[src/rtl/an_pkg.sv]
// Shared definitions for the Clause 37 auto-negotiation block
// Link configuration word layout, arbitration states and the
// packed status vector reported to the outside
package an_pkg;

   // Bit positions inside the 16-bit configuration word
   localparam int LACR_NP_BIT  = 15;
   localparam int LACR_ACK_BIT = 14;
   localparam int LACR_RF2_BIT = 13;
   localparam int LACR_RF1_BIT = 12;
   localparam int LACR_HD_BIT  = 6;
   localparam int LACR_FD_BIT  = 5;

   // One link configuration word
   typedef logic [15:0] lacr_t;

   // Clears the ack bit so words compare on content only
   localparam lacr_t LACR_ACK_MASK = 16'hbfff;

   // What this station advertises, full duplex and nothing else
   localparam lacr_t LACR_LOCAL_ABILITY = 16'h0020;

   // Arbitration states
   // Numeric order matters, a higher value is forward progress
   typedef enum logic [2:0] {
      AN_RESTART = 3'd0,
      AN_ABILITY = 3'd1,
      AN_ACK     = 3'd2,
      AN_IDLE    = 3'd3,
      AN_LINK_OK = 3'd4,
      AN_ABORT   = 3'd5
   } an_state_t;

   // Status vector, 9 bits, top bit first
   typedef struct packed {
      logic       abort;
      logic       ability;
      logic       wdog_disable;
      logic [1:0] rf;            // {RF2, RF1} of the last received word
      logic       abl_mismatch;  // Partner did not offer full duplex
      logic       ack;
      logic       idle;
      logic       link_ok;
   } an_status_t;

endpackage

[src/rtl/lacr_obs_if.sv]
// Receive observation bundle
// Carries what the receive filter sees on the partner's configuration
// words over to the arbitration FSM, plus the enable coming back
`timescale 1ns/100ps

interface lacr_obs_if import an_pkg::*; ();

   // Partner is sending something
   logic  link_det;
   // One-cycle pulse, three matching words in a row
   logic  match_ok;
   // Most recent word received
   lacr_t match_word;
   // Level, partner sending breaklink
   logic  breaklink_restart;
   // Low while the FSM sits in restart
   logic  filter_enable;

   modport filter (
      output link_det,
      output match_ok,
      output match_word,
      output breaklink_restart,
      input  filter_enable
   );

   modport arbiter (
      input  link_det,
      input  match_ok,
      input  match_word,
      input  breaklink_restart,
      output filter_enable
   );

endinterface

[src/rtl/an_arbiter.sv]
// Auto-negotiation arbitration FSM
// Walks restart, ability, ack, idle and link ok, falls back to abort
// once the watchdog has disabled negotiation. Builds the transmitted
// configuration word and the registered status vector
`timescale 1ns/100ps

module an_arbiter import an_pkg::*; (
   input  logic        rx_clk,
   input  logic        an_rst,
   input  logic        los,
   lacr_obs_if.arbiter obs,
   input  logic        timer_on,
   input  logic        timer_done,
   input  logic        wdog_timeout,
   input  logic        wdog_disable,
   output logic        timer_start,
   output logic        progress,
   output lacr_t       lacr_out,
   output logic        lacr_send,
   output logic        operate,
   output an_status_t  an_status
);

   an_state_t  state;
   an_state_t  state_nxt;
   logic       force_restart;
   logic       timer_idle;
   logic       abl_hit;
   logic       ack_hit;
   logic       abl_match;
   logic       ack_match;
   logic       consistency_match;
   lacr_t      lacr_ability;
   lacr_t      word_c;
   logic       send_c;
   logic       operate_c;
   an_status_t status_c;

   // Breaklink is ignored once the watchdog has given up
   assign force_restart = los || wdog_timeout ||
                          (obs.breaklink_restart && !wdog_disable);

   // Matching only runs outside restart
   assign obs.filter_enable = (state != AN_RESTART);

   // Neither running nor just expired
   assign timer_idle = !timer_on && !timer_done;

   // Partner ability word, three in a row without ack
   assign abl_hit = (state == AN_ABILITY) && obs.match_ok &&
                    !obs.match_word[LACR_ACK_BIT];
   // Partner acknowledge, first one only
   assign ack_hit = (state == AN_ACK) && obs.match_ok &&
                    obs.match_word[LACR_ACK_BIT] && !ack_match;

   // Next state and timer kicks
   always_comb begin
      state_nxt   = state;
      timer_start = 1'b0;
      case (state)
         AN_RESTART: begin
            timer_start = timer_idle;
            if (timer_done && obs.link_det) begin
               state_nxt = wdog_disable ? AN_ABORT : AN_ABILITY;
            end
         end
         AN_ABILITY: begin
            if (abl_match) begin
               state_nxt = AN_ACK;
            end
         end
         AN_ACK: begin
            timer_start = timer_idle;
            // Acked word must agree with what was latched
            if (timer_done && ack_match) begin
               state_nxt = consistency_match ? AN_IDLE : AN_RESTART;
            end
         end
         AN_IDLE: begin
            // Idle check always passes
            timer_start = timer_idle;
            if (timer_done) begin
               state_nxt = AN_LINK_OK;
            end
         end
         AN_LINK_OK: state_nxt = AN_LINK_OK;
         AN_ABORT:   state_nxt = AN_ABORT;
         default:    state_nxt = AN_RESTART;
      endcase
      if (force_restart) begin
         state_nxt = AN_RESTART;
      end
   end

   // Forward moves out of restart do not count
   assign progress = (state != AN_RESTART) && (state_nxt > state);

   always_ff @(posedge rx_clk) begin
      if (an_rst) begin
         state <= AN_RESTART;
      end else begin
         state <= state_nxt;
      end
   end

   // Ability, ack and consistency flags
   // Cleared whenever the FSM is in or is forced to restart
   always_ff @(posedge rx_clk) begin
      if (an_rst || force_restart || state == AN_RESTART) begin
         abl_match         <= 1'b0;
         ack_match         <= 1'b0;
         consistency_match <= 1'b0;
      end else begin
         if (abl_hit) begin
            abl_match <= 1'b1;
         end
         if (ack_hit) begin
            ack_match         <= 1'b1;
            consistency_match <= (obs.match_word == lacr_ability);
         end
      end
   end

   // Latched partner ability
   // Ack bit forced so the later compare is against the acked form
   always_ff @(posedge rx_clk) begin
      if (abl_hit) begin
         lacr_ability               <= obs.match_word;
         lacr_ability[LACR_ACK_BIT] <= 1'b1;
      end
   end

   // Output values for the current state
   always_comb begin
      send_c    = (state == AN_RESTART) || (state == AN_ABILITY) ||
                  (state == AN_ACK);
      operate_c = (state == AN_LINK_OK) || (state == AN_ABORT);

      // Breaklink in restart, own ability elsewhere
      word_c = LACR_LOCAL_ABILITY;
      word_c[LACR_ACK_BIT] = (state == AN_ACK) || (state == AN_IDLE);
      if (state == AN_RESTART) begin
         word_c = '0;
      end

      status_c              = '0;
      status_c.abort        = (state == AN_ABORT);
      status_c.ability      = (state == AN_ABILITY);
      status_c.wdog_disable = wdog_disable;
      status_c.rf           = {obs.match_word[LACR_RF2_BIT], obs.match_word[LACR_RF1_BIT]};
      status_c.abl_mismatch = abl_match && !lacr_ability[LACR_FD_BIT];
      status_c.ack          = (state == AN_ACK);
      status_c.idle         = (state == AN_IDLE);
      status_c.link_ok      = (state == AN_LINK_OK);
   end

   // Registered outputs, one cycle behind the state
   always_ff @(posedge rx_clk) begin
      if (an_rst) begin
         lacr_send <= 1'b0;
         operate   <= 1'b0;
         an_status <= '0;
      end else begin
         lacr_send <= send_c;
         operate   <= operate_c;
         an_status <= status_c;
      end
   end

   // Transmit word
   always_ff @(posedge rx_clk) begin
      lacr_out <= word_c;
   end

endmodule

[src/rtl/an_timers.sv]
// Auto-negotiation timers
// Link timer for the restart, ack and idle phases, and a watchdog
// that disables negotiation when no forward progress is made
`timescale 1ns/100ps

module an_timers #(
   parameter int TIMER_TICKS = 1250000,
   parameter int WDOG_MULT   = 8
) (
   input  logic rx_clk,
   input  logic an_rst,
   input  logic los,
   input  logic link_det,
   input  logic link_ok,
   input  logic timer_start,
   input  logic progress,
   output logic timer_on,
   output logic timer_done,
   output logic wdog_timeout,
   output logic wdog_disable
);

   localparam int TIMER_W    = $clog2(TIMER_TICKS + 1);
   localparam int WDOG_TICKS = TIMER_TICKS * WDOG_MULT;
   localparam int WDOG_W     = $clog2(WDOG_TICKS + 1);

   logic [TIMER_W-1:0] link_cnt;
   logic [WDOG_W-1:0]  wdog_cnt;

   // Link timer, loads on start and counts down
   // done fires TIMER_TICKS cycles after the start pulse
   always_ff @(posedge rx_clk) begin
      if (an_rst) begin
         link_cnt   <= '0;
         timer_on   <= 1'b0;
         timer_done <= 1'b0;
      end else begin
         timer_done <= 1'b0;
         if (timer_start) begin
            link_cnt <= TIMER_W'(TIMER_TICKS);
            timer_on <= 1'b1;
         end else if (timer_on) begin
            link_cnt <= link_cnt - 1'b1;
            if (link_cnt == TIMER_W'(1)) begin
               timer_done <= 1'b1;
               timer_on   <= 1'b0;
            end
         end
      end
   end

   // Watchdog
   // Runs while a partner is present and link is not up
   // Freezes once it has tripped, until progress or los
   always_ff @(posedge rx_clk) begin
      if (an_rst || progress || los) begin
         wdog_cnt     <= '0;
         wdog_timeout <= 1'b0;
         wdog_disable <= 1'b0;
      end else begin
         wdog_timeout <= 1'b0;
         if (link_det && !link_ok && !wdog_disable) begin
            wdog_cnt <= wdog_cnt + 1'b1;
            // Last tick, trip once and give up on negotiation
            if (wdog_cnt == WDOG_W'(WDOG_TICKS - 1)) begin
               wdog_timeout <= 1'b1;
               wdog_disable <= 1'b1;
            end
         end
      end
   end

endmodule

[src/rtl/an_top.sv]
// 1000BASE-X auto-negotiation top level
// Receive filter, link timer with watchdog, and the arbitration FSM
// Partner words come in as strobes, own word and status go out
`timescale 1ns/100ps

module an_top import an_pkg::*; #(
   parameter int TIMER_TICKS = 1250000,
   parameter int WDOG_MULT   = 8
) (
   input  logic       rx_clk,
   input  logic       an_rst,
   input  logic       los,
   input  lacr_t      lacr_in,
   input  logic       lacr_in_stb,
   output lacr_t      lacr_out,
   output logic       lacr_send,
   output logic       operate,
   output logic [8:0] an_status
);

   // FSM to timer links
   logic       timer_start;
   logic       progress;
   logic       timer_on;
   logic       timer_done;
   logic       wdog_timeout;
   logic       wdog_disable;
   an_status_t status;

   lacr_obs_if obs ();

   assign an_status = status;

   lacr_rx_filter filter0 (
      .rx_clk      (rx_clk),
      .an_rst      (an_rst),
      .los         (los),
      .lacr_in     (lacr_in),
      .lacr_in_stb (lacr_in_stb),
      .obs         (obs.filter)
   );

   // Watchdog stops once the status shows link ok
   an_timers #(
      .TIMER_TICKS (TIMER_TICKS),
      .WDOG_MULT   (WDOG_MULT)
   ) timers0 (
      .rx_clk       (rx_clk),
      .an_rst       (an_rst),
      .los          (los),
      .link_det     (obs.link_det),
      .link_ok      (status.link_ok),
      .timer_start  (timer_start),
      .progress     (progress),
      .timer_on     (timer_on),
      .timer_done   (timer_done),
      .wdog_timeout (wdog_timeout),
      .wdog_disable (wdog_disable)
   );

   an_arbiter arb0 (
      .rx_clk       (rx_clk),
      .an_rst       (an_rst),
      .los          (los),
      .obs          (obs.arbiter),
      .timer_on     (timer_on),
      .timer_done   (timer_done),
      .wdog_timeout (wdog_timeout),
      .wdog_disable (wdog_disable),
      .timer_start  (timer_start),
      .progress     (progress),
      .lacr_out     (lacr_out),
      .lacr_send    (lacr_send),
      .operate      (operate),
      .an_status    (status)
   );

endmodule

[src/rtl/lacr_rx_filter.sv]
// Receive filter for partner configuration words
// Detects link, finds three consecutive matching words with the ack bit
// ignored, and spots the all-zero breaklink pattern
`timescale 1ns/100ps

module lacr_rx_filter import an_pkg::*; (
   input  logic       rx_clk,
   input  logic       an_rst,
   input  logic       los,
   input  lacr_t      lacr_in,
   input  logic       lacr_in_stb,
   lacr_obs_if.filter obs
);

   lacr_t      prev_word;
   logic       same_c;
   logic       word_match;
   logic       word_change;
   logic [1:0] match_cnt;
   logic [1:0] zero_cnt;

   // Content compare, ack bit masked off
   assign same_c = (prev_word & LACR_ACK_MASK) == (lacr_in & LACR_ACK_MASK);

   // Any strobe means a partner is there
   // los wins over a strobe in the same cycle
   always_ff @(posedge rx_clk) begin
      if (an_rst || los) begin
         obs.link_det <= 1'b0;
      end else if (lacr_in_stb) begin
         obs.link_det <= 1'b1;
      end
   end

   // Last word seen, also feeds the rf status bits
   always_ff @(posedge rx_clk) begin
      if (an_rst) begin
         prev_word <= '0;
      end else if (lacr_in_stb) begin
         prev_word <= lacr_in;
      end
   end

   assign obs.match_word = prev_word;

   // Registered compare, then the run counter
   // Held clear while the FSM is in restart
   always_ff @(posedge rx_clk) begin
      if (an_rst || !obs.filter_enable) begin
         word_match   <= 1'b0;
         word_change  <= 1'b0;
         match_cnt    <= 2'd0;
         obs.match_ok <= 1'b0;
      end else begin
         word_match   <= lacr_in_stb && same_c;
         word_change  <= lacr_in_stb && !same_c;
         obs.match_ok <= 1'b0;
         if (word_change) begin
            match_cnt <= 2'd0;
         end else if (word_match) begin
            // Third match in a row, report and start over
            if (match_cnt == 2'd2) begin
               match_cnt    <= 2'd0;
               obs.match_ok <= 1'b1;
            end else begin
               match_cnt <= match_cnt + 2'd1;
            end
         end
      end
   end

   // Zero-word run, saturates so breaklink stays a level
   always_ff @(posedge rx_clk) begin
      if (an_rst) begin
         zero_cnt <= 2'd0;
      end else if (lacr_in_stb) begin
         if (lacr_in != '0) begin
            zero_cnt <= 2'd0;
         end else if (zero_cnt != 2'd3) begin
            zero_cnt <= zero_cnt + 2'd1;
         end
      end
   end

   assign obs.breaklink_restart = (zero_cnt == 2'd3);

endmodule

[config.mk]
export PLATFORM = sky130hd
export DESIGN_NAME = an_top
export DESIGN_NICKNAME = d
export VERILOG_FILES = /design/src/rtl/an_pkg.sv /design/src/rtl/lacr_obs_if.sv /design/src/rtl/an_arbiter.sv /design/src/rtl/an_timers.sv /design/src/rtl/an_top.sv /design/src/rtl/lacr_rx_filter.sv
export SDC_FILE = /design/constraint.sdc
export NUM_CORES = 1
export LEC_CHECK = 0
export ABC_AREA = 0
export BUFFER_PORTS_ARGS = -buffer_cell sky130_fd_sc_hd__buf_2
export CAP_MARGIN = 20
export CORE_MARGIN = 2
export CORE_UTILIZATION = 59
export DETAILED_ROUTE_END_ITERATION = 6
export GPL_ROUTABILITY_DRIVEN = 0
export GPL_TIMING_DRIVEN = 0
export PLACE_DENSITY_LB_ADDON = 0.1
export SETUP_SLACK_MARGIN = 0.05
export SKIP_LAST_GASP = 1
export SYNTH_ARGS = -nofsm -noshare
export SYNTH_HDL_FRONTEND = slang
export SYNTH_SLANG_ARGS = --single-unit
[constraint.sdc]
create_clock -name rx_clk -period 3 [get_ports rx_clk]
set_input_delay 0.3 -clock rx_clk [delete_from_list [all_inputs] [get_ports rx_clk]]
set_output_delay 0.3 -clock rx_clk [all_outputs]
set_load 0.03 [all_outputs]
==> flow_summary.yaml <==
die:
  core_sq_um: 7730
  core.rowCount: 32
  die_x_um: 93.5
  io_pins: 47
  die_y_um: 93.5
  die_area_sq_um: 8730
  start_util: 0.611
clocking:
  cts_buffer_depth: 2
  path_clk_slew_ps: 100
  clock_latency_ps: 360
  cts_tree: "yes"
  cts_buffers: 9
  post-cts-setup-buffers: 0
  ctsHoldBuffers: 0
  clock-sinks: 107
  cts-root-buf: "clkbuf_8"
  cts_max_level: 3
timing:
  worst_slew_pin_slew_ps: 922
  fin_crit_sh: 0.882
  min_period_ps: 2640
  finalHoldViolCount: 0
  slew_headroom: 0.384
  finClkSkew_ps: 13.7
  setup_viol: 0
  rsz0062_at_grt: "no"
  max_freq_mhz: 378
  finalMaxSlewViolations: 0
  finalWorstSetupSlack_ps: 355
final_layout:
  drive_gt1_frac: 0.155
  finalInstanceArea_sq_um: 5330
  fillCellCount: 639
  finish.net_count: 565
  syn_to_final_growth_pct: 12.9
  antennaDiodeCount: 0
  utilization: 0.689
drt:
  wl_per_cell_um: 14.2
  drt_iter0_drc: 131
  viasPerCell: 5.34
  antenna_left: 0
  drt-pass1-iter-count: 4
  via_count: 3442
  wl_um: 9180
  drc_errors: 0
grt:
  antenna_found_initial: 0
  grt.total_usage: 0.226
  grt_pass1_vias: 3348
  grt_max_degree: 18
  overflow: 0
  grt_pass1_wl_um: 15600
worst_setup_path:
  start_kind: "flop"
  crit_path_max_fanout: 10
  end_kind: "flop"
  setup.worst_path.class: "flop to flop"
  required_ps: 3300
  arrival_ps: 2940
logic_synthesis:
  synth_top_cell_area_share: 0.390
  synth-xor-area-share: 0.134
  synth_top_family_by_area: "simple AND/OR/NAND/NOR gates"
  seq_area_frac_synth: 0.486
  synth_cell_types: 51
  synthFlopType: "dfxtp_1"
  synth.most_common_cell: "dfxtp_1"
  syn-cell-area_sq_um: 4720
  synth_seq_cells: 107
  synth_simple_gate_area_frac: 0.234
  syn_area_per_cell_sq_um: 9.79
  synth_common_cells: "dfxtp_1, nor2_1, xor2_1"
  yosys.area.top_type: "dfxtp_1"
  synth_edf_count: 15
  synth-compound-area-share: 0.0437
  synth_mux_area_frac: 0.0360
  synthArstFlopShare: 0
  synth_cells: 482
  synthAdderAreaFrac: 0.0186
  synth_area_leaders: "dfxtp_1, edfxtp_1, xor2_1"
  yosys_warnings: 0
pwr:
  p_per_area_nw_per_um2: 524
  ir_drop_v: 0.000385
  p_leak_nw: 2.04
  power_mw: 2.79
placement:
  place_ws_ps: -18.8
  dp_hpwl_um: 6650
  io_buffers: 31
  dpl_cell_area_sq_um: 5070
flow_run:
  maxCapViolCount: 0
min_path:
  hp-class: "input port to flop"
status:
  outcome: "finished clean"
-- layer usage --
| metal | share of wire | track usage | vias to the layer above | wire length [um] |
|---|---|---|---|---|
| met1 | 0.48 | 0.315 | 1612 | 4450 |
| met5 | 0 | 0 | - | 0 |
| met4 | 0.0096 | 0.0699 | 0 | 88 |
| met2 | 0.47 | 0.359 | 64 | 4280 |
| li1 | - | - | 1757 | - |
| met3 | 0.039 | 0.0395 | 9 | 362 |
-- metrics by stage --
step	hold WS, ps	setup TNS, ps	cells
final	212	0	645
after global routing	228	0	645
after CTS	199	-1150	645
after detailed placement	446	-133	629
after global placement	439	-10270	628
after floorplan	417	0	495
-- sequential cells by signal (all words and copies together), names as in the netlist, 2 cells and up --
register,count
arb0.an_status,9
arb0.lacr_out,2
timers0.link_cnt,21
arb0.state,3
filter0.zero_cnt,2
arb0.lacr_ability,15
timers0.wdog_cnt,24
filter0.obs.match_word,16
filter0.match_cnt,2
-- kinds of logic (layout without fill, tap and decap cells) --
logic type               count (synthesis)  count (layout)
multiplexers                            17              17
flip-flops                             107             107
other                                    1              14
buffers and inverters                   43              91
adder cells (fa/ha/maj)                  7               7
AO/OA/AOI/OAI                           32              32
XOR/XNOR                                72              72
AND/OR/NAND/NOR                        203             203
-- layout make-up --
type                       instances  area [sq um]  share of cell area
buffer                            33           195              0.0366
clock buffer                      10           128              0.0240
clock inverter                     6           113              0.0211
inverter                          10          37.5             0.00705
multi-input combinational        345          2270               0.426
sequential                       107          2290               0.430
tap                              102           128              0.0240
timing repair buffer              32           163              0.0305
-- cells in the final DEF (no fill, tap or decap), drive strengths merged, types with 3 or more instances in the layout --
master	count
a211oi	3
a21oi	14
a31oi	3
and3	3
and4	4
buf	52
bufinv	3
clkbuf	23
conb	14
dfxtp	92
edfxtp	15
ha	7
inv	11
mux2i	17
nand2	24
nand2b	6
nand3	15
nand3b	4
nand4	15
nand4b	3
nor2	74
nor2b	4
nor3	11
nor3b	3
nor4	18
nor4b	5
o21a	4
or4	4
xnor2	35
xor2	37
-- final timing paths --
path / slack (ps) / from / endpoint / depth (start not counted)
worst min-delay path: 210 / lacr_in[10] / filter0.obs.match_word[10] / 3
worst min register to register: 460 / filter0.word_change / filter0.obs.match_ok / 1
worst max-delay path: 360 / arb0.state[0] / timers0.wdog_cnt[19] / 12
worst max register to register: 360 / arb0.state[0] / timers0.wdog_cnt[19] / 12
-- power by group --
group / total, mW / switching, mW / internal, mW
Combinational: 0.239 / 0.138 / 0.100
Clock: 1.03 / 0.475 / 0.558
Sequential: 1.52 / 0.0362 / 1.48
Total: 2.79 / 0.650 / 2.14
-- worst max-delay path: stages (launching register included) --
cell	delay [ps]
dfxtp_1	400
clkbuf_2	250
nor2_1	80
nand3_1	80
a21oi_1	60
o311ai_0	540
ha_1	240
nor2b_1	40
o21a_1	150
o21ai_0	210
nand2_2	160
clkbuf_2	220
nor2_1	140
-- repair_timing --
action	4_1_cts	5_1_grt
endpoints found under the setup margin	20	26
cloned	0	0
resized for setup	0	16
pin swaps	0	1
Note: power is estimated with default switching activity, not from simulation.
